==> src/hw/mem_pipe_pkg.sv <==
//////////////////////////////////////////////////
// Widths, op codes and packet structs shared by
// the data-memory pipeline and its testbench.
// Modules take it by a wildcard import.
//////////////////////////////////////////////////

package mem_pipe_pkg;

  localparam int VADDR_W     = 32;
  localparam int PAGE_OFS_W  = 12;
  localparam int VTAG_W      = 20;
  localparam int PTAG_W      = 20;
  localparam int XLEN        = 64;
  localparam int REG_ADDR_W  = 5;
  localparam int TLB_ENTRIES = 4;
  // Physical pages backed by memory, higher pages raise an access fault
  localparam int DMEM_PAGES  = 2;
  localparam int DMEM_WORDS  = 1024;

  typedef enum logic [3:0] {
    e_op_lb  = 4'd0,
    e_op_lh  = 4'd1,
    e_op_lw  = 4'd2,
    e_op_ld  = 4'd3,
    e_op_lbu = 4'd4,
    e_op_lhu = 4'd5,
    e_op_lwu = 4'd6,
    e_op_sb  = 4'd7,
    e_op_sh  = 4'd8,
    e_op_sw  = 4'd9,
    e_op_sd  = 4'd10,
    e_op_flw = 4'd11,
    e_op_fld = 4'd12,
    e_op_fsw = 4'd13,
    e_op_fsd = 4'd14
  } mem_op_e;

  typedef struct packed {
    mem_op_e                op;
    logic [REG_ADDR_W-1:0]  rd;
    logic [XLEN-1:0]        rs1;
    logic [XLEN-1:0]        rs2;
    logic [XLEN-1:0]        imm;
  } mem_dispatch_s;

  typedef struct packed {
    logic [PTAG_W-1:0]      ppn;
    logic                   readable;
    logic                   writable;
  } pte_s;

  typedef struct packed {
    logic [VTAG_W-1:0]      vtag;
    pte_s                   pte;
  } tlb_fill_s;

  typedef struct packed {
    logic                   tlb_load_miss;
    logic                   tlb_store_miss;
    logic                   load_misaligned;
    logic                   store_misaligned;
    logic                   load_page_fault;
    logic                   store_page_fault;
    logic                   load_access_fault;
    logic                   store_access_fault;
  } mem_excp_s;

  // Size is log2 of the access width in bytes
  typedef struct packed {
    mem_op_e                op;
    logic [REG_ADDR_W-1:0]  rd;
    logic [VADDR_W-1:0]     eaddr;
    logic [XLEN-1:0]        st_data;
    logic [1:0]             size;
    logic                   is_load;
    logic                   is_store;
    logic                   is_float;
  } mem_req_s;

  typedef struct packed {
    logic [REG_ADDR_W-1:0]  rd;
    logic [XLEN-1:0]        data;
  } mem_wb_s;

endpackage

==> src/hw/mem_late_wb.sv <==
//////////////////////////////////////////////////
// One-entry buffer for float load results, taken
// with yumi. Also raises busy so that dispatch
// stops until the buffer can accept a result.
//////////////////////////////////////////////////

`timescale 1ns/100ps

module mem_late_wb
  import mem_pipe_pkg::*;
 (input               clk_i
  , input             rst_n_i
  , input             v_i
  , input  mem_wb_s   data_i
  , input  [1:0]      float_inflight_i
  , output logic      v_o
  , output mem_wb_s   data_o
  , input             yumi_i
  , output logic      busy_o
  );

  logic full_r;

  always_ff @(posedge clk_i)
  begin
    if (!rst_n_i)
    begin
      full_r <= 1'b0;
    end
    else
    begin
      full_r <= v_i || (full_r && !yumi_i);
    end
  end

  // Held until yumi, since busy keeps a new entry from arriving early
  always_ff @(posedge clk_i)
  begin
    if (v_i)
    begin
      data_o <= data_i;
    end
  end

  assign v_o    = full_r;
  assign busy_o = full_r || (float_inflight_i != 2'd0);

endmodule

==> config.mk <==
export PLATFORM = sky130hd
export DESIGN_NAME = mem_late_wb
export DESIGN_NICKNAME = d
export VERILOG_FILES = /design/src/hw/mem_pipe_pkg.sv /design/src/hw/mem_late_wb.sv
export SDC_FILE = /design/constraint.sdc
export NUM_CORES = 1
export LEC_CHECK = 0
export ABC_CLOCK_PERIOD_IN_PS = 1850
export BUFFER_PORTS_ARGS = -buffer_cell sky130_fd_sc_hd__buf_2
export CAP_MARGIN = 20
export CORE_ASPECT_RATIO = 0.75
export CORE_MARGIN = 4
export CORE_UTILIZATION = 43
export DETAILED_ROUTE_END_ITERATION = 12
export PLACE_DENSITY = 0.8
export SYNTH_ARGS = -nofsm -noshare
export SYNTH_HDL_FRONTEND = slang
export SYNTH_SLANG_ARGS = --single-unit
==> constraint.sdc <==
create_clock -name clk_i -period 1.85 [get_ports clk_i]
set_clock_uncertainty 0.2 [all_clocks]
set_input_delay 0.2775 -clock clk_i [delete_from_list [all_inputs] [get_ports clk_i]]
set_output_delay 0.2775 -clock clk_i [all_outputs]
set_load 0.1 [all_outputs]
==> impl_metrics.toml, run 1 <==
[yosys]
yosysTopAreaCell = "edfxtp_1"
synth_mux_area_frac = 0
yosys.area.top_type_share = 0.981
synth_area_leaders = "edfxtp_1 98%, dfxtp_1 0.95%, o21a_1 0.36%, nor2b_1 0.30%, or3_1 0.30%"
synthCells = 73
synth_compound_area_frac = 0.00355
synth_xor_area_frac = 0
yosys.area_share.simple = 0.00592
syn_area_mm2 = 0.00211
yosysWarnings = 0
syn_avg_cell_area_um2 = 28.9
ys_ff_latch = 70
synth_adder_area_share = 0
syn_nets = 148
ys_seq_area_frac = 0.991
synth_top_family_by_area = "simple AND/OR/NAND/NOR gates"
synth_cell_types = 5

[critical_path]
cp.required_ns = 1.37
ff2ff_path_depth = 2
max_stage_delay_ns = 0.41
cp_top_family = "simple AND/OR/NAND/NOR gates"
worstPathArrival_ns = 1.31
crit_path_start_kind = "flip-flop"
crit_buf_inv = 1
worstSetupPathType = "reg2out"
path_depth = 2
path_cells = "or3_2, buf_4"
crit_path_end_kind = "primary output"
crit_slowest_cell = "or3_2"
cp_max_fo = 3

[route]
wl_per_cell_um = 17.9
viasPerCell = 4.54
drt-pass1-iter-count = 4
drt_wl_total_mm = 6.47
drc = 0
detail_route.iter0.violations = 81
ant_nets = 0
vias = 1644

[min_path]
holdPathStages = 3
hp-class = "in2reg"

[sta]
fin_crit_sh = 0.965
slew_viol_final = 0
setup_violations = 0
timing.final.hold_violations = 0
relSlewSlack = 0.662
max_freq_ghz = 0.560
rsz0062_at_grt = "no"
finalSetupTns_ns = 0
fin_ws_ns = 0.0656
period_minus_slack_ns = 1.78
worst_slew_pin_slew_ns = 0.511

[layout]
drive_above_1_share = 0.531
final_nets = 375
fin_area_mm2 = 0.00379
synthToLayoutAreaGrowth_pct = 79.6
antenna_cells = 0
final_common_cell = "buf_2"
final_cell_mix = "144 x buf_2, 70 x dlygate4sd3_1, 69 x edfxtp_1, 9 x clkbuf_8, 4 x clkinv_2"
final_util = 0.825

[global_routing]
gr-total-overflow = 0
grt_pass1_wl_mm = 9.49
antenna_found_initial = 0
grt_pass1_vias = 1853
grt_max_degree = 71
grtUsageTotal = 0.225

[placement]
place_congestion = 0.710
place_worst_setup_slack_ns = 0.240
port_buffers = 145
dpl_cell_area_mm2 = 0.00293

[die]
ioPinCount = 146
floorplan.initialDensity = 0.459
die_area_mm2 = 0.00611
fp.dieH_um = 68.7
fp.dieW_um = 88.9
core_area_mm2 = 0.00460
num_rows = 21

[pwr]
p_leak_nw = 1.65
max-vdd-ir-drop_mv = 0.879
p_per_area_mw_per_mm2 = 1100

[status]
status = "complete, no violations"

[clock_tree]
cts_inserted_buffers = 9
cts_htree_levels = 3
clock-sinks = 70
cts_max_path_buffers = 2
cts_tree = "done"
clock_latency_ns = 0.33
clk_pin_slew_ns = 0.07
clock-root-buffer = "clkbuf_8"

[flow_run]
cap_violations = 0
[per-stage QoR]
step / hold slack (ns) / instances / total power, mW
after global placement: 0.254 / 276 / 3.07
after global routing: 0.0595 / 362 / 4.33
final: 0.0573 / 362 / 4.18
after floorplan: 0.176 / 73 / 2.86
after CTS: 0.0195 / 362 / 4.19
after detailed placement: 0.256 / 276 / 3.08
[cell type report]
cell class / instances / area [µm²]
well taps: 57 / 71.3
clock buffers: 11 / 131
clock inverters: 5 / 27.5
fillers: 235 / 805
repair buffers: 216 / 1450
flip-flops and latches: 70 / 2090
multi-input cells: 3 / 21.3
[cell usage after synthesis]
master / instances
edfxtp_1: 69
dfxtp_1: 1
nor2b_1: 1
o21a_1: 1
or3_1: 1
[power by group]
part / internal, mW / switching, mW
combinational: 0.236 / 1.03
clock: 0.477 / 0.522
sequential: 1.88 / 0.0357
total: 2.59 / 1.59
[per-layer routing]
| layer | GRT usage | vias up | share of wire |
|---|---|---|---|
| met5 | 0 | - | 0 |
| met4 | 0.0698 | 0 | 0.013 |
| met3 | 0.127 | 8 | 0.15 |
| met2 | 0.400 | 119 | 0.50 |
| met1 | 0.225 | 766 | 0.34 |
| li1 | - | 751 | - |
[sequential cells by signal, summed over array words and instances, names as in the netlist]
register / count
data_o: 69
v_o: 1
[logic make-up (layout without fill, tap and decap cells)]
| logic type | after synthesis | count (layout) |
|---|---|---|
| flops | 70 | 70 |
| simple gates | 2 | 2 |
| compound gates | 1 | 1 |
| buf+inv | 0 | 232 |
[what timing repair did]
item	in CTS	in global routing
endpoints found under the hold margin	70	0
setup buffers	0	0
resized for setup	1	0
hold buffers	70	0
endpoints found under the setup margin	1	0
[worst paths after layout]
check | start | end | slack [ns]
max reg2reg | v_o | v_o | 0.94
min | yumi_i | v_o | 0.06
min reg2reg | v_o | v_o | 0.42
max | v_o | busy_o | 0.07
[worst register-to-register path: cells and delay by family (launching register included)]
kind,cells,cell delay (ns)
AND/OR/NAND/NOR,1,0.12
flip-flops,1,0.32
AO/OA/AOI/OAI,1,0.17
No activity file was read; power rests on OpenSTA's default activity.
==> run 2, diff against run 1 <==
- GPL_ROUTABILITY_DRIVEN: unset -> 0
- PLACE_DENSITY: 0.8 -> unset
- PLACE_DENSITY_LB_ADDON: unset -> 0.25
==> impl_metrics.toml, run 2 (synthesized netlist as in run 1, its figures left out) <==
[pwr]
p_per_area_mw_per_mm2 = 1130
p_int_mw = 2.74
p_leak_nw = 1.66
max-vdd-ir-drop_mv = 0.873
switching_power_mw = 1.58
switching_share = 0.366
pwr-share-clk = 0.263
combPwrFrac = 0.294
power_frac_seq = 0.443

[sta]
slew_viol_final = 0
finalSetupTns_ns = 0
max_freq_ghz = 0.567
fin_crit_sh = 0.953
fin_ws_ns = 0.0871
setup_violations = 0
timing.final.hold_violations = 0
rsz0062_at_grt = "no"
period_minus_slack_ns = 1.76
relSlewSlack = 0.665
worst_slew_pin_slew_ns = 0.507

[min_path]
hold-path-endpoint = "v_o"
holdPathStages = 3
hp-class = "in2reg"
min-delay-start = "yumi_i"

[route]
drc = 0
drt-pass1-iter-count = 4
vias = 1605
viasPerCell = 4.42
ant_nets = 0
drt_wl_total_mm = 6.49
wl_per_cell_um = 17.9
detail_route.iter0.violations = 87

[placement]
place_worst_setup_slack_ns = 0.245
dp_hpwl_mm = 3.53
port_buffers = 145
place_inst = 277

[flow_run]
cap_violations = 0

[clock_tree]
clk_pin_slew_ns = 0.06
cts_htree_levels = 3
clock_latency_ns = 0.31
postCtsSetupRepairBufs = 0
clock-sinks = 70
cts_max_path_buffers = 2
cts_tree = "done"
cts_inserted_buffers = 9
clock-root-buffer = "clkbuf_8"

[layout]
synthToLayoutAreaGrowth_pct = 81.1
final_common_cell = "buf_2"
largest_reg_flops = 69
drive_above_1_share = 0.529
instances_no_fill = 363
final_util = 0.832
antenna_cells = 0
regMostFlops = "data_o"
final_cell_mix = "144 x buf_2, 70 x dlygate4sd3_1, 69 x edfxtp_1, 9 x clkbuf_8, 3 x clkbuf_1"
final_nets = 376

[critical_path]
crit_buf_inv = 1
rrSetupSlack_ns = 0.92
cp_max_fo = 3
cp_top_family = "simple AND/OR/NAND/NOR gates"
worstSetupPathType = "reg2out"
max_stage_delay_ns = 0.40
crit_slowest_cell = "or3_2"
cp.required_ns = 1.37
crit_path_end_kind = "primary output"
path_cells = "or3_2, buf_4"
worstPathArrival_ns = 1.29
r2r_end = "v_o"
crit_path_start_kind = "flip-flop"
ff2ff_path_depth = 2
reg2reg_from = "v_o"

[die]
floorplan.initialDensity = 0.459
ioPinCount = 146
fp.dieH_um = 68.7
die_area_mm2 = 0.00611
core_area_mm2 = 0.00460
fp.dieW_um = 88.9
num_rows = 21

[global_routing]
grtUsageTotal = 0.214
antenna_found_initial = 0
gr-total-overflow = 0
grt_max_degree = 39
grt_pass1_vias = 1759
grt_pass1_wl_mm = 9.09

[status]
status = "complete, no violations"
run 2: changes by cell type in the layout (fill, tap and decap cells not counted):
cell,previous run,this run
clkinv_2,4,2
buf_4,1,2
bufinv_16,0,1
clkbuf_1,2,3
run 2: power groups by stage:
stage / sequential, mW / combinational (mW) / clock [mW]
floorplan: 2.85 / 0.0116 / 0
global placement: 1.94 / 1.14 / 0
detailed placement: 1.94 / 1.14 / 0
CTS: 1.91 / 1.26 / 1.16
global route: 1.92 / 1.30 / 1.23
finish: 1.91 / 1.27 / 1.13
run 2: layout make-up:
class / instances / area (µm²)
flip-flops and latches: 70 / 2090
repair buffers: 217 / 1460
fillers: 247 / 773
clock buffers: 12 / 135
well taps: 57 / 71.3
clock inverters: 4 / 47.5
multi-input cells: 3 / 21.3
run 2: worst reg2reg max path: cells and delay by family, from the launching register on:
kind	cells	cell delay, ns
flip-flops	1	0.32
AND/OR/NAND/NOR	1	0.13
AO/OA/AOI/OAI	1	0.17
run 2: worst max-delay path by stage:
stage | to | cells past startpoint | from | slack [ns]
after floorplan | busy_o | 1 | v_o | 0.15
after global placement | busy_o | 3 | float_inflight_i[1] | 0.25
after detailed placement | busy_o | 3 | float_inflight_i[1] | 0.24
after CTS | busy_o | 2 | v_o | 0.01
after global routing | busy_o | 2 | v_o | 0.04
final | busy_o | 2 | v_o | 0.09
run 2: timing repair:
action,in CTS,in global routing
hold buffers,70,0
resized for setup,0,2
setup endpoints to repair,0,1
endpoints found under the hold margin,70,0
run 2: routing by layer:
metal / vias up / GRT usage / part of all wire
met4: 0 / 0.0623 / 0.0071
met5: - / 0 / 0
met1: 749 / 0.217 / 0.35
met2: 103 / 0.373 / 0.50
li1: 749 / - / -
met3: 4 / 0.131 / 0.15
run 2: metrics by stage:
| step | area (µm²) | power, mW | hold slack [ns] |
|---|---|---|---|
| after global placement | 2940 | 3.07 | 0.254 |
| after detailed placement | 2940 | 3.08 | 0.256 |
| final | 3820 | 4.32 | 0.0952 |
| after floorplan | 2110 | 2.86 | 0.176 |
| after global routing | 3820 | 4.45 | 0.0806 |
| after CTS | 3820 | 4.32 | 0.0696 |
