### src/hw/mem_pipe_pkg.sv
//////////////////////////////////////////////////
// Widths, op codes and packet structs shared by
// the data-memory pipeline and its testbench.
// Modules take it by a wildcard import.
//////////////////////////////////////////////////

package mem_pipe_pkg;

  localparam int VADDR_W     = 32;
  localparam int PAGE_OFS_W  = 12;
  localparam int VTAG_W      = 20;
  localparam int PTAG_W      = 20;
  localparam int XLEN        = 64;
  localparam int REG_ADDR_W  = 5;
  localparam int TLB_ENTRIES = 4;
  // Physical pages backed by memory, higher pages raise an access fault
  localparam int DMEM_PAGES  = 2;
  localparam int DMEM_WORDS  = 1024;

  typedef enum logic [3:0] {
    e_op_lb  = 4'd0,
    e_op_lh  = 4'd1,
    e_op_lw  = 4'd2,
    e_op_ld  = 4'd3,
    e_op_lbu = 4'd4,
    e_op_lhu = 4'd5,
    e_op_lwu = 4'd6,
    e_op_sb  = 4'd7,
    e_op_sh  = 4'd8,
    e_op_sw  = 4'd9,
    e_op_sd  = 4'd10,
    e_op_flw = 4'd11,
    e_op_fld = 4'd12,
    e_op_fsw = 4'd13,
    e_op_fsd = 4'd14
  } mem_op_e;

  typedef struct packed {
    mem_op_e                op;
    logic [REG_ADDR_W-1:0]  rd;
    logic [XLEN-1:0]        rs1;
    logic [XLEN-1:0]        rs2;
    logic [XLEN-1:0]        imm;
  } mem_dispatch_s;

  typedef struct packed {
    logic [PTAG_W-1:0]      ppn;
    logic                   readable;
    logic                   writable;
  } pte_s;

  typedef struct packed {
    logic [VTAG_W-1:0]      vtag;
    pte_s                   pte;
  } tlb_fill_s;

  typedef struct packed {
    logic                   tlb_load_miss;
    logic                   tlb_store_miss;
    logic                   load_misaligned;
    logic                   store_misaligned;
    logic                   load_page_fault;
    logic                   store_page_fault;
    logic                   load_access_fault;
    logic                   store_access_fault;
  } mem_excp_s;

  // Size is log2 of the access width in bytes
  typedef struct packed {
    mem_op_e                op;
    logic [REG_ADDR_W-1:0]  rd;
    logic [VADDR_W-1:0]     eaddr;
    logic [XLEN-1:0]        st_data;
    logic [1:0]             size;
    logic                   is_load;
    logic                   is_store;
    logic                   is_float;
  } mem_req_s;

  typedef struct packed {
    logic [REG_ADDR_W-1:0]  rd;
    logic [XLEN-1:0]        data;
  } mem_wb_s;

endpackage

### src/hw/mem_agu.sv
//////////////////////////////////////////////////
// Address generation for a dispatched load/store.
// Forms the effective address and decodes the op
// into size and class, flagging misalignment.
//////////////////////////////////////////////////

`timescale 1ns/100ps

module mem_agu
  import mem_pipe_pkg::*;
 (input  mem_dispatch_s dispatch_i
  , output mem_req_s    req_o
  , output logic        misaligned_o
  );

  logic [XLEN-1:0] sum;

  assign sum = dispatch_i.rs1 + dispatch_i.imm;

  always_comb
  begin
    req_o.op      = dispatch_i.op;
    req_o.rd      = dispatch_i.rd;
    req_o.eaddr   = sum[VADDR_W-1:0];
    req_o.is_load = dispatch_i.op inside {e_op_lb, e_op_lh, e_op_lw, e_op_ld,
                                          e_op_lbu, e_op_lhu, e_op_lwu,
                                          e_op_flw, e_op_fld};
    req_o.is_store = dispatch_i.op inside {e_op_sb, e_op_sh, e_op_sw, e_op_sd,
                                           e_op_fsw, e_op_fsd};
    req_o.is_float = dispatch_i.op inside {e_op_flw, e_op_fld, e_op_fsw, e_op_fsd};

    unique case (dispatch_i.op)
      e_op_lb, e_op_lbu, e_op_sb:                   req_o.size = 2'd0;
      e_op_lh, e_op_lhu, e_op_sh:                   req_o.size = 2'd1;
      e_op_lw, e_op_lwu, e_op_sw, e_op_flw, e_op_fsw: req_o.size = 2'd2;
      default:                                      req_o.size = 2'd3;
    endcase

    // Single-precision store keeps only the raw low word
    if (dispatch_i.op == e_op_fsw)
    begin
      req_o.st_data = {{(XLEN-32){1'b0}}, dispatch_i.rs2[31:0]};
    end
    else
    begin
      req_o.st_data = dispatch_i.rs2;
    end
  end

  always_comb
  begin
    unique case (req_o.size)
      2'd0:    misaligned_o = 1'b0;
      2'd1:    misaligned_o = req_o.eaddr[0];
      2'd2:    misaligned_o = |req_o.eaddr[1:0];
      default: misaligned_o = |req_o.eaddr[2:0];
    endcase
  end

endmodule

### config.mk
export PLATFORM = sky130hd
export DESIGN_NAME = mem_agu
export DESIGN_NICKNAME = d
export VERILOG_FILES = /design/src/hw/mem_pipe_pkg.sv /design/src/hw/mem_agu.sv
export SDC_FILE = /design/constraint.sdc
export NUM_CORES = 1
export LEC_CHECK = 0
export ABC_AREA = 1
export BUFFER_PORTS_ARGS = -buffer_cell sky130_fd_sc_hd__clkbuf_2
export CAP_MARGIN = 10
export CORE_AREA = 5 5 120 122
export DETAILED_ROUTE_END_ITERATION = 10
export DIE_AREA = 0 0 125 127
export PLACE_DENSITY = 0.55
export SLEW_MARGIN = 20
export SYNTH_ARGS = -nofsm -noshare
export SYNTH_HDL_FRONTEND = slang
export SYNTH_SLANG_ARGS = --single-unit
### constraint.sdc
create_clock -name vclk -period 3.9
set_clock_uncertainty 0.05 [all_clocks]
set_input_delay 0.195 -clock vclk [all_inputs]
set_output_delay 0.195 -clock vclk [all_outputs]
set_load 0.005 [all_outputs]
==> impl_results.html <==
<table>
<tr><th>Metric</th><th>Value</th></tr>
<tr><th colspan="2">Pwr</th></tr>
<tr><td>Worst-case vdd ir drop</td><td>0.0000538 V</td></tr>
<tr><td>Power Dens Cells</td><td>145 mW/mm²</td></tr>
<tr><td>Leakage</td><td>2.73 nW</td></tr>
<tr><th colspan="2">Die</th></tr>
<tr><td>Initial core utilization</td><td>23.0%</td></tr>
<tr><td>Floorplan die area</td><td>0.0159 mm²</td></tr>
<tr><td>Height of the die</td><td>127 µm</td></tr>
<tr><td>Std-Cell Rows</td><td>42</td></tr>
<tr><td>Total core area</td><td>0.0131 mm²</td></tr>
<tr><td>Die outline width</td><td>125 µm</td></tr>
<tr><td>Ports</td><td>312</td></tr>
<tr><th colspan="2">Route</th></tr>
<tr><td>Average detailed-routed wire length per instance</td><td>11.9 µm</td></tr>
<tr><td>Router iterations before antenna repair</td><td>4</td></tr>
<tr><td>Number of vias after detailed routing</td><td>3,773</td></tr>
<tr><td>Met1 Routed Length</td><td>4300 µm</td></tr>
<tr><td>Final wirelength</td><td>11,100 µm</td></tr>
<tr><td>Top routing layer in use</td><td>met4</td></tr>
<tr><td>Iter 0 DRT Violations</td><td>179</td></tr>
<tr><td>Antenna viol nets, final</td><td>0</td></tr>
<tr><td>Met3 wirelength from detailed routing</td><td>801 µm</td></tr>
<tr><td>Met2 routed WL</td><td>5620 µm</td></tr>
<tr><td>Vias per cell</td><td>4.06</td></tr>
<tr><td>Post-route DRC violation count</td><td>0</td></tr>
<tr><th colspan="2">Synth</th></tr>
<tr><td>Number of warning messages in the yosys log</td><td>0</td></tr>
<tr><td>Synthesized Nets</td><td>855</td></tr>
<tr><td>Part of the Yosys area used for sequential elements</td><td>0%</td></tr>
<tr><td>Post-synth design cell area</td><td>0.00301 mm²</td></tr>
<tr><td>Number of distinct library cell variants in the gate-level netlist after synthesis</td><td>24</td></tr>
<tr><td>Average instance area after synthesis</td><td>4.84 µm²</td></tr>
<tr><td>Cell count after synthesis</td><td>622</td></tr>
<tr><th colspan="2">Timing</th></tr>
<tr><td>Final hold vios</td><td>0</td></tr>
<tr><td>Final TNS setup</td><td>0 ns</td></tr>
<tr><td>Hold Worst Slack</td><td>0.340 ns</td></tr>
<tr><td>Setup repair after global routing missed its margin</td><td>false</td></tr>
<tr><td>Final count of pins violating max slew</td><td>0</td></tr>
<tr><td>Achievable Freq</td><td>469 MHz</td></tr>
<tr><td>Slew @ Worst Pin</td><td>0.444 ns</td></tr>
<tr><td>Worst relative slew slack</td><td>70.3%</td></tr>
<tr><td>Final clock period utilization by the worst path</td><td>54.7%</td></tr>
<tr><td>Number of failing setup endpoints in the final timing report</td><td>0</td></tr>
<tr><td>Time the final worst path needs with I/O delays and setup</td><td>2.13 ns</td></tr>
<tr><th colspan="2">Clock network</th></tr>
<tr><td># resized after CTS</td><td>0</td></tr>
<tr><td>Hold buffer count at cts</td><td>0</td></tr>
<tr><td>Post-CTS setup buffer count</td><td>0</td></tr>
<tr><th colspan="2">GRT</th></tr>
<tr><td>Largest net degree at the start of global routing</td><td>34</td></tr>
<tr><td>GRT Residual Overflow</td><td>0</td></tr>
<tr><td>Global Route Usage Sum</td><td>13.1%</td></tr>
<tr><td>Number of antenna violations at the first check in global routing</td><td>0</td></tr>
<tr><td>Global-route wire length before repair</td><td>17,400 µm</td></tr>
<tr><td>Number of global-route vias before repair</td><td>3,657</td></tr>
<tr><th colspan="2">Placed design</th></tr>
<tr><td>Number of cells after detailed placement</td><td>928</td></tr>
<tr><td>Weighted congestion reported at the end of routability-driven placement</td><td>0.897</td></tr>
<tr><td>Total of buffers placed on input and output ports</td><td>174</td></tr>
<tr><td>Area post-placement</td><td>0.00378 mm²</td></tr>
<tr><td>HPWL after DPL</td><td>10,300 µm</td></tr>
<tr><th colspan="2">Final layout</th></tr>
<tr><td>Most common cell after layout, fill and taps aside</td><td>sky130_fd_sc_hd__nand2_1</td></tr>
<tr><td>Diode insertion count for antenna repair</td><td>0</td></tr>
<tr><td>Final Cell Area</td><td>0.00380 mm²</td></tr>
<tr><td>FF+latch area</td><td>0 µm²</td></tr>
<tr><td>Filler-free cell count of the finished design</td><td>929</td></tr>
<tr><td>Multi-input combinational cell area</td><td>0.00213 mm²</td></tr>
<tr><td>Fin nets</td><td>988</td></tr>
<tr><td>Number of fillers in the final layout</td><td>1,579</td></tr>
<tr><td>Count of clock buffers in the final design</td><td>0</td></tr>
<tr><td>Layout-stage area growth over the synthesis result</td><td>26.2%</td></tr>
<tr><td>Top library cells by usage in the layout, fill and taps aside</td><td>229 x sky130_fd_sc_hd__nand2_1, 174 x sky130_fd_sc_hd__clkbuf_2, 149 x sky130_fd_sc_hd__inv_1</td></tr>
<tr><td>Number of flip-flops and latches</td><td>0</td></tr>
<tr><td>Proportion of layout cells with a drive suffix above 1</td><td>24.7%</td></tr>
<tr><th colspan="2">Setup path</th></tr>
<tr><td>Worst path arrival time</td><td>1.89 ns</td></tr>
<tr><td>Critical Setup Path Class</td><td>input port to output port</td></tr>
<tr><td>Launching element of the worst setup path</td><td>dispatch_i[0]</td></tr>
<tr><td>Cell-by-cell listing of the critical path</td><td>clkbuf_2 &gt; ha_1 &gt; fa_1 &gt; nand3_1 &gt; nand3_1 &gt; nand2_1 &gt; nand2_2 &gt; nand2_1 &gt; nand2_2 &gt; nand2_1 &gt; nand2_1 &gt; nand2_1 &gt; nand2_1 &gt; clkbuf_2</td></tr>
<tr><td>Peak fanout along the critical path</td><td>4</td></tr>
<tr><td>Required time of the worst setup path</td><td>3.65 ns</td></tr>
<tr><td>Delay of the slowest critical-path stage</td><td>0.46 ns</td></tr>
<tr><td>Critical-path cell with the highest stage delay</td><td>sky130_fd_sc_hd__fa_1</td></tr>
<tr><td>Kind of end point of the critical path</td><td>output port</td></tr>
<tr><td>CP most frequent cell</td><td>sky130_fd_sc_hd__nand2_1</td></tr>
<tr><td>Crit path capture</td><td>req_o[97]</td></tr>
<tr><td>Setup crit start kind</td><td>input port</td></tr>
<tr><th colspan="2">Flow run</th></tr>
<tr><td>Count of maximum capacitance violations</td><td>0</td></tr>
<tr><th colspan="2">Worst hold path</th></tr>
<tr><td>Hold WC Path Type</td><td>input port to output port</td></tr>
<tr><th colspan="2">Status</th></tr>
<tr><td>Result of the run</td><td>finished, final reports clean</td></tr>
</table>
## cells in the mapped netlist
| cell type | instances | area (µm²) |
|---|---|---|
| sky130_fd_sc_hd__buf_2 | 3 | 15.0 |
| sky130_fd_sc_hd__nor2_2 | 1 | 6.26 |
| sky130_fd_sc_hd__fa_1 | 1 | 20.0 |
| sky130_fd_sc_hd__o21bai_1 | 2 | 15.0 |
| sky130_fd_sc_hd__nor3_2 | 1 | 10.0 |
| sky130_fd_sc_hd__o2bb2ai_1 | 1 | 8.76 |
| sky130_fd_sc_hd__a21o_1 | 1 | 7.51 |
| sky130_fd_sc_hd__buf_4 | 41 | 308 |
| sky130_fd_sc_hd__nand3_2 | 1 | 10.0 |
| sky130_fd_sc_hd__nor2_1 | 72 | 270 |
| sky130_fd_sc_hd__ha_1 | 31 | 388 |
| sky130_fd_sc_hd__xor2_1 | 16 | 140 |
| sky130_fd_sc_hd__nor3_1 | 6 | 30.0 |
| sky130_fd_sc_hd__o32ai_1 | 1 | 8.76 |
| sky130_fd_sc_hd__o21ai_1 | 1 | 5.00 |
| sky130_fd_sc_hd__nand3_1 | 25 | 125 |
| sky130_fd_sc_hd__a21oi_1 | 24 | 120 |
| sky130_fd_sc_hd__nand2_1 | 229 | 860 |
| sky130_fd_sc_hd__o21ai_0 | 2 | 10.0 |
| sky130_fd_sc_hd__nand4_1 | 4 | 25.0 |
| sky130_fd_sc_hd__inv_1 | 149 | 559 |
| sky130_fd_sc_hd__xnor2_1 | 1 | 8.76 |
| sky130_fd_sc_hd__o21a_1 | 1 | 7.51 |
| sky130_fd_sc_hd__nand2_2 | 8 | 50.1 |
## how the worst min path moves through the flow
stage,start,endpoint,cells after the start
after floorplan,dispatch_i[96],req_o[37],2
after global placement,dispatch_i[81],req_o[22],0
after detailed placement,dispatch_i[81],req_o[22],0
after CTS,dispatch_i[81],req_o[22],0
after global routing,dispatch_i[84],req_o[25],0
final,dispatch_i[70],req_o[11],0
## area by class of cell
class / instances / share of cell area [%]
Inverter: 149 / 14.7
Multi-Input combinational cell: 429 / 56.1
Tap cell: 176 / 5.80
Timing Repair Buffer: 175 / 23.3
## layer usage
layer  up-vias  GRT usage, %
met1      1585          14.5
li1       2051             -
met5         -             0
met3        20          2.17
met4         0          3.64
met2       117          25.7
## per-stage QoR
stage | power (mW) | util (%) | setup WS [ns]
3_3_place_gp | 0.559 | 28.9 | 1.73
6_report | 0.552 | 29.0 | 1.77
3_5_place_dp | 0.560 | 28.9 | 1.73
4_1_cts | 0.563 | 28.9 | 1.73
5_1_grt | 0.631 | 29.0 | 1.59
2_1_floorplan | 0.354 | - | 2.14
## power by group
group | switching (mW) | internal (mW) | total [mW] | leakage, nW
Sequential | 0 | 0 | 0 | 0
Clock | 0 | 0 | 0 | 0
Combinational | 0.322 | 0.229 | 0.552 | 2.73
Total | 0.322 | 0.229 | 0.552 | 2.73
## critical path, delay by kind of cell
| kind | cells | cell delay, ns |
|---|---|---|
| buffers and inverters | 2 | 0.18 |
| adders and majority gates | 2 | 0.70 |
| and+or+nand+nor | 10 | 0.80 |
## cells by family (layout without fill, tap and decap cells)
group,after synthesis,count (layout),share of synthesized area (%)
XOR/XNOR,17,17,4.95
AO/OA/AOI/OAI,33,33,6.07
adder cells (fa/ha/maj),32,32,13.6
AND/OR/NAND/NOR,347,347,46.1
buffers and inverters,193,324,29.3
Note: power is estimated with default switching activity, not from simulation.
