**src/hw/mem_pipe_pkg.sv**
```systemverilog
//////////////////////////////////////////////////
// Widths, op codes and packet structs shared by
// the data-memory pipeline and its testbench.
// Modules take it by a wildcard import.
//////////////////////////////////////////////////

package mem_pipe_pkg;

  localparam int VADDR_W     = 32;
  localparam int PAGE_OFS_W  = 12;
  localparam int VTAG_W      = 20;
  localparam int PTAG_W      = 20;
  localparam int XLEN        = 64;
  localparam int REG_ADDR_W  = 5;
  localparam int TLB_ENTRIES = 4;
  // Physical pages backed by memory, higher pages raise an access fault
  localparam int DMEM_PAGES  = 2;
  localparam int DMEM_WORDS  = 1024;

  typedef enum logic [3:0] {
    e_op_lb  = 4'd0,
    e_op_lh  = 4'd1,
    e_op_lw  = 4'd2,
    e_op_ld  = 4'd3,
    e_op_lbu = 4'd4,
    e_op_lhu = 4'd5,
    e_op_lwu = 4'd6,
    e_op_sb  = 4'd7,
    e_op_sh  = 4'd8,
    e_op_sw  = 4'd9,
    e_op_sd  = 4'd10,
    e_op_flw = 4'd11,
    e_op_fld = 4'd12,
    e_op_fsw = 4'd13,
    e_op_fsd = 4'd14
  } mem_op_e;

  typedef struct packed {
    mem_op_e                op;
    logic [REG_ADDR_W-1:0]  rd;
    logic [XLEN-1:0]        rs1;
    logic [XLEN-1:0]        rs2;
    logic [XLEN-1:0]        imm;
  } mem_dispatch_s;

  typedef struct packed {
    logic [PTAG_W-1:0]      ppn;
    logic                   readable;
    logic                   writable;
  } pte_s;

  typedef struct packed {
    logic [VTAG_W-1:0]      vtag;
    pte_s                   pte;
  } tlb_fill_s;

  typedef struct packed {
    logic                   tlb_load_miss;
    logic                   tlb_store_miss;
    logic                   load_misaligned;
    logic                   store_misaligned;
    logic                   load_page_fault;
    logic                   store_page_fault;
    logic                   load_access_fault;
    logic                   store_access_fault;
  } mem_excp_s;

  // Size is log2 of the access width in bytes
  typedef struct packed {
    mem_op_e                op;
    logic [REG_ADDR_W-1:0]  rd;
    logic [VADDR_W-1:0]     eaddr;
    logic [XLEN-1:0]        st_data;
    logic [1:0]             size;
    logic                   is_load;
    logic                   is_store;
    logic                   is_float;
  } mem_req_s;

  typedef struct packed {
    logic [REG_ADDR_W-1:0]  rd;
    logic [XLEN-1:0]        data;
  } mem_wb_s;

endpackage

```
**src/hw/mem_dtlb.sv**
```systemverilog
//////////////////////////////////////////////////
// Four-entry fully associative data TLB. Filled
// round robin, flushed by sfence; the lookup and
// its fault flags are registered for stage 1.
//////////////////////////////////////////////////

`timescale 1ns/100ps

module mem_dtlb
  import mem_pipe_pkg::*;
 (input                       clk_i
  , input                     rst_n_i
  , input                     sfence_i
  , input                     trans_en_i
  , input                     fill_v_i
  , input  tlb_fill_s         fill_i
  , input                     lookup_v_i
  , input  [VTAG_W-1:0]       vtag_i
  , input                     is_load_i
  , input                     is_store_i
  , input                     misaligned_i
  , output logic [PTAG_W-1:0] ptag_o
  , output mem_excp_s         excp_o
  );

  logic [TLB_ENTRIES-1:0]         valid_r;
  logic [VTAG_W-1:0]              vtag_r [TLB_ENTRIES];
  pte_s                           pte_r  [TLB_ENTRIES];
  logic [$clog2(TLB_ENTRIES)-1:0] rr_r;
  logic [TLB_ENTRIES-1:0]         fill_hit, rr_onehot, fill_sel;
  logic                           hit, miss, readable, writable, out_of_range;
  pte_s                           hit_pte;
  logic [PTAG_W-1:0]              ptag;
  mem_excp_s                      excp;

  // A refill of a present tag replaces it in place
  always_comb
  begin
    rr_onehot = '0;
    rr_onehot[rr_r] = 1'b1;
    for (int i = 0; i < TLB_ENTRIES; i++)
    begin
      fill_hit[i] = valid_r[i] && (vtag_r[i] == fill_i.vtag);
    end
    fill_sel = (|fill_hit) ? fill_hit : rr_onehot;
  end

  always_ff @(posedge clk_i)
  begin
    if (!rst_n_i || sfence_i)
    begin
      valid_r <= '0;
    end
    else if (fill_v_i)
    begin
      valid_r <= valid_r | fill_sel;
    end
  end

  always_ff @(posedge clk_i)
  begin
    if (!rst_n_i)
    begin
      rr_r <= '0;
    end
    else if (fill_v_i && !sfence_i && !(|fill_hit))
    begin
      rr_r <= rr_r + 1'b1;
    end
  end

  always_ff @(posedge clk_i)
  begin
    for (int i = 0; i < TLB_ENTRIES; i++)
    begin
      if (fill_v_i && fill_sel[i])
      begin
        vtag_r[i] <= fill_i.vtag;
        pte_r[i]  <= fill_i.pte;
      end
    end
  end

  always_comb
  begin
    hit = 1'b0;
    hit_pte = '0;
    for (int i = 0; i < TLB_ENTRIES; i++)
    begin
      if (valid_r[i] && (vtag_r[i] == vtag_i))
      begin
        hit = 1'b1;
        hit_pte = pte_r[i];
      end
    end
    // Bare mode maps the page to itself with full permission
    miss     = trans_en_i && !hit;
    ptag     = trans_en_i ? hit_pte.ppn : vtag_i;
    readable = !trans_en_i || hit_pte.readable;
    writable = !trans_en_i || hit_pte.writable;
    out_of_range = ptag >= PTAG_W'(DMEM_PAGES);

    excp.tlb_load_miss      = is_load_i && miss;
    excp.tlb_store_miss     = is_store_i && miss;
    excp.load_misaligned    = is_load_i && misaligned_i;
    excp.store_misaligned   = is_store_i && misaligned_i;
    excp.load_page_fault    = is_load_i && !miss && !readable;
    excp.store_page_fault   = is_store_i && !miss && !writable;
    excp.load_access_fault  = is_load_i && !miss && out_of_range;
    excp.store_access_fault = is_store_i && !miss && out_of_range;
  end

  always_ff @(posedge clk_i)
  begin
    if (!rst_n_i)
    begin
      excp_o <= '0;
    end
    else
    begin
      excp_o <= lookup_v_i ? excp : '0;
    end
  end

  always_ff @(posedge clk_i)
  begin
    ptag_o <= ptag;
  end

endmodule

```
**config.mk**
```make
export PLATFORM = sky130hd
export DESIGN_NAME = mem_dtlb
export DESIGN_NICKNAME = d
export VERILOG_FILES = /design/src/hw/mem_pipe_pkg.sv /design/src/hw/mem_dtlb.sv
export SDC_FILE = /design/constraint.sdc
export NUM_CORES = 1
export LEC_CHECK = 0
export BUFFER_PORTS_ARGS = -buffer_cell sky130_fd_sc_hd__buf_2
export CORE_MARGIN = 2
export CORE_UTILIZATION = 48
export CTS_CLUSTER_SIZE = 28
export DETAILED_ROUTE_END_ITERATION = 16
export HOLD_SLACK_MARGIN = 0.02
export PLACE_DENSITY_LB_ADDON = 0.2
export SETUP_SLACK_MARGIN = 0.15
export SYNTH_ARGS = -nofsm -noshare
export SYNTH_HDL_FRONTEND = slang
export SYNTH_SLANG_ARGS = --single-unit
```
**constraint.sdc**
```tcl
create_clock -name clk_i -period 6.8 [get_ports clk_i]
set_input_delay 0.34 -clock clk_i [delete_from_list [all_inputs] [get_ports clk_i]]
set_output_delay 0.34 -clock clk_i [all_outputs]
set_load 0.01 [all_outputs]
```
==> flow_summary.ini, run 1 <==
[placement]
finalWeightedCongestion = 0.959
place_ws_ns = 2.95
place_hpwl_um = 17300
numPortBuffers = 98
postPlaceCellArea_mm2 = 0.00969

[die]
die_h_um = 142
rows = 50
fp.dieW_um = 142
core_area_mm2 = 0.0186
io_pins = 99
dieArea_mm2 = 0.0201
initial_core_util = 0.488

[routing]
dr.pass1.iters = 5
vias = 5865
detail_route.wl_per_cell_um = 24.6
drt_iter0_drc = 635
drc = 0
wirelength_um = 24400
ant_nets = 0
viasPerCell = 5.91

[setup_path]
max_stage_delay_ns = 0.70
rrSetupSlack_ns = 2.94
r2r_cells = 9
setup.worst_path.end_class = flop
crit_family = simple AND/OR/NAND/NOR gates
worstSetupPathType = reg2reg
worstPathMaxFanout = 15
arrival_ns = 4.23
r2r_end = excp_o[1]
startpoint = vtag_r[1][15]
cp_slowest_cell = nor4_4
r2r-start = vtag_r[1][15]
worst_ep_required_time_ns = 7.18
startpoint_type = flop
path_cells = xnor2_1 > nand4_2 > nor4_4 > nand3_2 > a311oi_1 > o31ai_1 > or4_1 > nor4_2 > a31oi_1
critical_path_buf_inv_count = 0

[timing]
rsz0062_at_grt = no
tns_ns = 0
fmax_mhz = 259
slew_headroom = 0.428
drv_slew = 0
hold_viol = 0
skew_ns = 0.0209
post-route-min-period_ns = 3.86
fin_crit_sh = 0.567
worst_pin_slew_ns = 0.856
setup_violations = 0
layout_setup_ws_ns = 2.94

[synth]
synthCells = 663
ys.warnings.count = 0
ys.flop_type = edfxtp_1
synth_cell_types = 61
synth-seq-cells = 202
syn_nets = 738
synth-async-reset-ratio = 0
synth_edf_count = 168
syn_avg_cell_area_um2 = 13.7
synth_top_cell_by_area = edfxtp_1
netlist_top_cells_area = edfxtp_1 55%, xnor2_1 11%, dfxtp_1 7.5%, xor2_1 3.7%, nand4_1 1.8%
seq_area_frac_synth = 0.629
synthesis.area_mm2 = 0.00910
synth_top_area_frac = 0.554

[pwr]
p_leak_nw = 3.68
vdd_drop_max_v = 0.000201
total_power_mw = 2.90
pwr_density_cell_mw_per_mm2 = 277

[clock_network]
cts_root_buf = clkbuf_16
clk_path_buf_depth = 3
postCtsHoldBufs = 0
cts-resized-gates = 0
post_cts_buffers = 0
clock_sink_count = 202
htreeDepth = 1
cts_tree = yes
clock_latency_ns = 0.52
path_clk_slew_ns = 0.06
numCtsBuffers = 22

[global_routing]
grt_first_pass_wirelength_um = 36200
grt_overflow = 0
track_usage = 0.243
grt_max_degree = 44
antenna_found_initial = 0
grt_pass1_vias = 5811

[hold_path]
hold_path_class = in2reg
hold_end = pte_r[1][18]
worstHoldStart = fill_i[18]
holdPathStages = 1

[cells_and_area]
drive_above_1_share = 0.223
diodes = 0
final_net_count = 817
fin_area_mm2 = 0.0105
syn2layout_area_growth_pct = 15.0
multi_input_area_mm2 = 0.00308
nFillCells = 1539
seqCellArea_mm2 = 0.00573

[status]
outcome = finished clean

[flow_run]
drv_cap = 0
==> how the worst max path moves through the flow <==
stage / to / slack [ns] / cells after the start
4_1_cts: excp_o[1] / 3.05 / 9
3_3_place_gp: excp_o[1] / 2.95 / 10
2_1_floorplan: pte_r[0][0] / 1.98 / 7
6_report: excp_o[1] / 2.94 / 9
5_1_grt: excp_o[1] / 2.77 / 9
3_5_place_dp: excp_o[1] / 2.95 / 10
==> through the flow <==
step / cells / hold slack, ns / utilization
after floorplan: 663 / 0.439 / -
after global placement: 952 / 0.480 / 0.520
after detailed placement: 952 / 0.501 / 0.520
after CTS: 992 / 0.0280 / 0.561
after global routing: 992 / 0.0334 / 0.561
final: 992 / 0.0393 / 0.561
==> synth_stat cells (2+ instances only) <==
| library cell | count |
|---|---|
| o31a_2 | 2 |
| a311oi_1 | 10 |
| clkbuf_1 | 24 |
| inv_1 | 13 |
| o31ai_1 | 10 |
| a21boi_0 | 5 |
| o21a_1 | 4 |
| or2b_1 | 3 |
| o22ai_1 | 4 |
| a221oi_1 | 4 |
| a2111oi_0 | 3 |
| dfxtp_1 | 34 |
| nand2_1 | 16 |
| nor2b_1 | 8 |
| xnor2_1 | 114 |
| o221ai_1 | 2 |
| a22o_1 | 2 |
| nor3_1 | 4 |
| xor2_1 | 38 |
| a31oi_1 | 15 |
| o21ai_0 | 7 |
| o211ai_1 | 2 |
| ha_1 | 4 |
| and3_1 | 14 |
| buf_6 | 8 |
| a21o_1 | 2 |
| nand3_1 | 12 |
| nor2_1 | 32 |
| nand4_1 | 26 |
| clkbuf_8 | 2 |
| and4_2 | 3 |
| edfxtp_1 | 168 |
| nor4_4 | 3 |
| xnor2_2 | 2 |
| nor4_1 | 14 |
| and4_1 | 11 |
| buf_2 | 14 |
==> per-layer routing <==
layer  share of wire  track usage  vias up
met5               0            0        -
met4           0.021       0.0637        0
met3           0.070       0.0348       39
met2            0.47        0.387      285
met1            0.44        0.353     2930
li1                -            -     2611
==> cell usage in the layout (no fill, tap or decap), types with 4 or more instances in the layout <==
cell type  instances
nand3_1           12
clkinv_2           5
a221oi_1           4
nand2_1           16
nor2b_1            8
nor2_1            32
dfxtp_1           34
o31ai_1           10
o22ai_1            4
a31oi_1           15
ha_1               4
nor3_1             4
inv_1             13
bufinv_16          4
a311oi_1          10
and3_1            14
and4_1            11
nor4_1            14
o21ai_0            7
xnor2_1          114
buf_2             98
nand4_1           26
xor2_1            38
edfxtp_1         168
buf_4              5
a21boi_4           4
clkbuf_16         22
o21a_1             4
==> worst reg2reg max path, cell delays in order (launching register included) <==
cell and delay, ns:
edfxtp_1 0.41, xnor2_1 0.26, nand4_2 0.16, nor4_4 0.70
nand3_2 0.45, a311oi_1 0.40, o31ai_1 0.12, or4_1 0.58
nor4_2 0.48, a31oi_1 0.14
==> cell type report <==
class / count / share of cell area
clock buffers: 24 / 0.0543
clock inverters: 16 / 0.0196
inverters: 15 / 0.00562
multi-input cells: 398 / 0.295
flip-flops and latches: 202 / 0.547
well taps: 234 / 0.0280
repair buffers: 103 / 0.0505
==> registers in the layout, indices dropped and copies added, names as in the netlist <==
| signal | cells |
|---|---|
| excp_o | 8 |
| vtag_r | 80 |
| pte_r | 88 |
| valid_r | 4 |
| ptag_o | 20 |
| rr_r | 2 |
==> logic make-up (layout without fill, tap and decap cells) <==
family / Yosys count / count (layout) / synth area share
AND/OR/NAND/NOR: 156 / 156 / 0.105
adder cells (fa/ha/maj): 4 / 4 / 0.00550
flip-flops: 202 / 202 / 0.629
buffers and inverters: 63 / 158 / 0.0370
XOR/XNOR: 155 / 155 / 0.153
multiplexers: 1 / 1 / 0.00110
AO/OA/AOI/OAI: 82 / 82 / 0.0694
==> power by group <==
group / leakage, nW / internal (mW) / total [mW] / switching, mW
Combinational: 1.48 / 0.0829 / 0.223 / 0.140
Sequential: 1.82 / 1.39 / 1.41 / 0.0211
Clock: 0.373 / 0.762 / 1.27 / 0.504
(Power assumes the default switching activity.)
==> run 2: changes to the inputs <==
==> constraint.sdc (replaced) <==
create_clock -name clk_i -period 3.4 [get_ports clk_i]
set_input_delay 0.17 -clock clk_i [delete_from_list [all_inputs] [get_ports clk_i]]
set_output_delay 0.17 -clock clk_i [all_outputs]
set_load 0.01 [all_outputs]
==> flow_summary.ini, run 2 (synthesis gave the netlist of run 1 again) <==
[timing]
tns_ns = 0
drv_slew = 0
fmax_mhz = 318
rsz0062_at_grt = yes
post-route-min-period_ns = 3.15
skew_ns = 0.0184
worst_pin_slew_ns = 1.09
hold_viol = 0
fin_crit_sh = 0.925
slew_headroom = 0.269
setup_violations = 0

[routing]
dr.pass1.iters = 4
wirelength_um = 24500
vias = 6096
detail_route.wl_per_cell_um = 23.2
drc = 0
viasPerCell = 5.78
drt_iter0_drc = 572
ant_nets = 0

[placement]
finalWeightedCongestion = 0.940
place_hpwl_um = 17400
numPortBuffers = 98

[clock_network]
numCtsBuffers = 22
path_clk_slew_ns = 0.07
clk_path_buf_depth = 3
clock_latency_ns = 0.51
cts_root_buf = clkbuf_16
htreeDepth = 1
clock_sink_count = 202
cts_tree = yes

[setup_path]
critical_path_buf_inv_count = 1
worstSetupPathType = reg2reg
cp.depth = 10
crit_family = simple AND/OR/NAND/NOR gates
cp_slowest_cell = a2111oi_1
max_stage_delay_ns = 0.61
path_cells = xnor2_4 > nand4_2 > nor4_4 > buf_4 > and3_1 > nor3_1 > a2111oi_1 > nor2_1 > nor4_2 > a31oi_1
arrival_ns = 3.53
r2r-start = vtag_r[1][10]
r2r_cells = 10
worstPathMaxFanout = 12
worst_ep_required_time_ns = 3.78
setup.worst_path.end_class = flop
startpoint = vtag_r[1][10]
startpoint_type = flop

[cells_and_area]
final_util = 0.596
diodes = 0
final_net_count = 880
layout_common_cells = 168 x edfxtp_1, 113 x xnor2_1, 98 x buf_2
largest_reg_flops = 88
seqCellArea_mm2 = 0.00573
largest_register = pte_r
nFillCells = 1498
syn2layout_area_growth_pct = 22.1
drive_above_1_share = 0.235
final_common_cell = edfxtp_1
reg_top3 = pte_r x88, vtag_r x80, ptag_o x20
multi_input_area_mm2 = 0.00312

[die]
die_h_um = 142
initial_core_util = 0.488
io_pins = 99
fp.dieW_um = 142
core_area_mm2 = 0.0186
rows = 50
dieArea_mm2 = 0.0201

[global_routing]
track_usage = 0.243
grt_max_degree = 44
met1_usage = 0.340
grtUsageMet2 = 0.392
antenna_found_initial = 0
grt_busiest_layer = met2
globalRouteMet3Util = 0.0442
grt_pass1_vias = 6063
grt_first_pass_wirelength_um = 36400
grt_overflow = 0

[pwr]
internal_power_mw = 4.44
switching_power_mw = 1.31
p_sw_frac = 0.229
p_leak_nw = 3.99
clockPowerShare = 0.424
seqPwrFrac = 0.491
pwr-share-comb = 0.085
vdd_drop_max_v = 0.000311
pwr_density_cell_mw_per_mm2 = 517

[hold_path]
worstHoldStart = fill_i[38]
holdPathStages = 1
hold_path_class = in2reg

[status]
outcome = finished clean

[flow_run]
drv_cap = 0
## run 2: routing by layer
metal	wire, µm	part of all wire
met5	0	0
met4	644	0.026
met3	1790	0.073
met2	11600	0.47
met1	10500	0.43
## run 2: cell type report
cell class | instances | share of cell area
multi-input combinational | 398 | 0.281
clock inverter | 15 | 0.0156
tap | 234 | 0.0263
sequential | 202 | 0.515
timing repair buffer | 166 | 0.105
inverter | 15 | 0.00529
clock buffer | 25 | 0.0515
## run 2: final timing paths
| kind | to | slack [ns] |
|---|---|---|
| hold / removal | vtag_r[0][16] | 0.03 |
| setup / recovery | excp_o[1] | 0.25 |
| setup reg to reg | excp_o[1] | 0.25 |
| hold reg to reg | valid_r[0] | 0.50 |
## run 2: timing repair
item,4_1_cts,5_1_grt
cloned,0,0
hold buffers,41,0
endpoints found under the setup margin,2,31
pin swaps,1,2
resized for setup,0,9
endpoints found under the hold margin,139,0
setup buffers,1,2
## run 2: stage by stage
stage	cells	area [µm²]	setup slack [ns]	hold slack (ns)	power, mW
2_1_floorplan	663	9120	0.544	0.269	3.13
3_3_place_gp	971	9890	0.304	0.384	3.31
3_5_place_dp	971	9890	0.168	0.392	3.32
4_1_cts	1053	11100	0.207	0.0212	5.79
5_1_grt	1055	11100	0.0613	0.0242	5.93
6_report	1055	11100	0.254	0.0322	5.75
## run 2: power groups by stage
stage / Sequential, mW / Combinational, mW / Clock, mW
2_1_floorplan: 2.87 / 0.253 / 0
3_3_place_gp: 2.87 / 0.444 / 0
3_5_place_dp: 2.87 / 0.449 / 0
4_1_cts: 2.82 / 0.488 / 2.48
5_1_grt: 2.83 / 0.527 / 2.58
6_report: 2.82 / 0.490 / 2.44
==> run 3: changes to the inputs <==
--- a/config.mk
+++ b/config.mk
@@ -11,7 +11,7 @@
 export CTS_CLUSTER_SIZE = 28
 export DETAILED_ROUTE_END_ITERATION = 16
 export HOLD_SLACK_MARGIN = 0.02
-export PLACE_DENSITY_LB_ADDON = 0.2
+export PLACE_DENSITY = 0.7
 export SETUP_SLACK_MARGIN = 0.15
 export SYNTH_ARGS = -nofsm -noshare
 export SYNTH_HDL_FRONTEND = slang
==> flow_summary.ini, run 3 (synthesis gave the netlist of run 1 again) <==
[die]
dieArea_mm2 = 0.0201
initial_core_util = 0.488
io_pins = 99
rows = 50
die_h_um = 142
core_area_mm2 = 0.0186
fp.dieW_um = 142

[timing]
fin_crit_sh = 0.932
worst_pin_slew_ns = 0.722
slew_headroom = 0.517
drv_slew = 0
tns_ns = 0
hold_slack_ns = 0.0316
rsz0062_at_grt = no
skew_ns = 0.0177
post-route-min-period_ns = 3.17
setup_violations = 0
fmax_mhz = 316
hold_viol = 0

[routing]
wl_met1_um = 10500
viasPerCell = 5.84
wl_met3_um = 1690
dr.pass1.iters = 5
drc = 0
ant_nets = 0
detail_route.wl_per_cell_um = 23.5
top_layer = met4
vias = 6151
drt_iter0_drc = 847
wirelength_um = 24700
wl_met2_um = 12000

[cells_and_area]
largest_reg_flops = 88
final_net_count = 878
drive_above_1_share = 0.226
final_common_cell = edfxtp_1
largest_register = pte_r
syn2layout_area_growth_pct = 21.5
nFillCells = 1445
reg_top3 = pte_r x88, vtag_r x80, ptag_o x20
layout_common_cells = 168 x edfxtp_1, 112 x xnor2_1, 98 x buf_2
diodes = 0

[pwr]
vdd_drop_max_v = 0.000287
pwr-share-comb = 0.089
p_sw_frac = 0.228
pwr_density_cell_mw_per_mm2 = 507
internal_power_mw = 4.33
switching_power_mw = 1.28
p_leak_nw = 3.95
clockPowerShare = 0.408
seqPwrFrac = 0.503

[setup_path]
startpoint_type = flop
setup.worst_path.end_class = flop
cp_slowest_cell = edfxtp_1
r2r_end = excp_o[1]
crit_family = simple AND/OR/NAND/NOR gates
worstPathMaxFanout = 12
worst_ep_required_time_ns = 3.77
max_stage_delay_ns = 0.45
worstSetupPathType = reg2reg
rrSetupSlack_ns = 0.23
critical_path_buf_inv_count = 2
path_cells = xnor2_2 > nand4_2 > nor4_4 > buf_4 > and3_1 > buf_4 > nor2_1 > a221oi_1 > o31ai_2 > nor4_4 > a31oi_1
r2r-start = vtag_r[1][3]
startpoint = vtag_r[1][3]
r2r_cells = 11
arrival_ns = 3.54

[status]
outcome = finished clean

[global_routing]
track_usage = 0.246
grt_pass1_vias = 6105
antenna_found_initial = 0
grt_overflow = 0
grt_first_pass_wirelength_um = 36900
grt_max_degree = 44

[hold_path]
holdPathStages = 1
hold_path_class = in2reg
worstHoldStart = fill_i[36]
hold_end = vtag_r[0][14]

[placement]
place_hpwl_um = 16900
numPortBuffers = 98
finalWeightedCongestion = 0.957

[flow_run]
drv_cap = 0

[clock_network]
cts_tree = yes
path_clk_slew_ns = 0.06
clock_latency_ns = 0.51
clk_path_buf_depth = 3
htreeDepth = 1
cts_root_buf = clkbuf_16
numCtsBuffers = 22
clock_sink_count = 202
run 3: area by class of cell:
class / count / area [µm²] / share of cell area
tap: 234 / 293 / 0.0265
sequential: 202 / 5730 / 0.518
clock buffer: 34 / 626 / 0.0566
multi-input combinational: 398 / 3140 / 0.284
inverter: 15 / 58.8 / 0.00532
timing repair buffer: 164 / 1150 / 0.104
clock inverter: 6 / 66.3 / 0.00600
run 3: through the flow:
step                worst slack, ns  std cells  utilization  total power, mW  area, µm²
floorplan                     0.544        663            -             3.13       9120
global placement              0.219        967        0.528             3.31       9850
detailed placement            0.140        967        0.528             3.32       9850
CTS                           0.234       1052        0.590             5.61      11000
global route                 0.0974       1053        0.593             5.76      11100
finish                        0.231       1053        0.593             5.61      11100
run 3: repair_timing:
| action | CTS | global route |
|---|---|---|
| pin swaps | 1 | 2 |
| gates cloned | 0 | 0 |
| resized for setup | 0 | 9 |
| buffers inserted | 1 | 1 |
| endpoints found under the setup margin | 2 | 2 |
| endpoints found under the hold margin | 136 | 0 |
| hold buffers | 44 | 0 |
run 3: power groups by stage:
stage / Sequential [mW] / Clock, mW / Combinational [mW]
after CTS: 2.82 / 2.31 / 0.489
after global routing: 2.83 / 2.41 / 0.529
after detailed placement: 2.87 / 0 / 0.447
after floorplan: 2.87 / 0 / 0.253
after global placement: 2.87 / 0 / 0.442
final: 2.82 / 2.29 / 0.497
run 3: how the worst max path moves through the flow:
stage / depth (start not counted) / to / slack, ns
floorplan: 5 / pte_r[1][0] / 0.54
global placement: 9 / excp_o[0] / 0.22
detailed placement: 9 / excp_o[1] / 0.14
CTS: 10 / excp_o[1] / 0.23
global route: 10 / excp_o[1] / 0.1
finish: 11 / excp_o[1] / 0.23
run 3: layer usage:
| metal | up-vias | GRT usage |
|---|---|---|
| met2 | 284 | 0.408 |
| met5 | - | 0 |
| met1 | 3091 | 0.343 |
| met4 | 0 | 0.0658 |
| met3 | 41 | 0.0378 |
| li1 | 2735 | - |
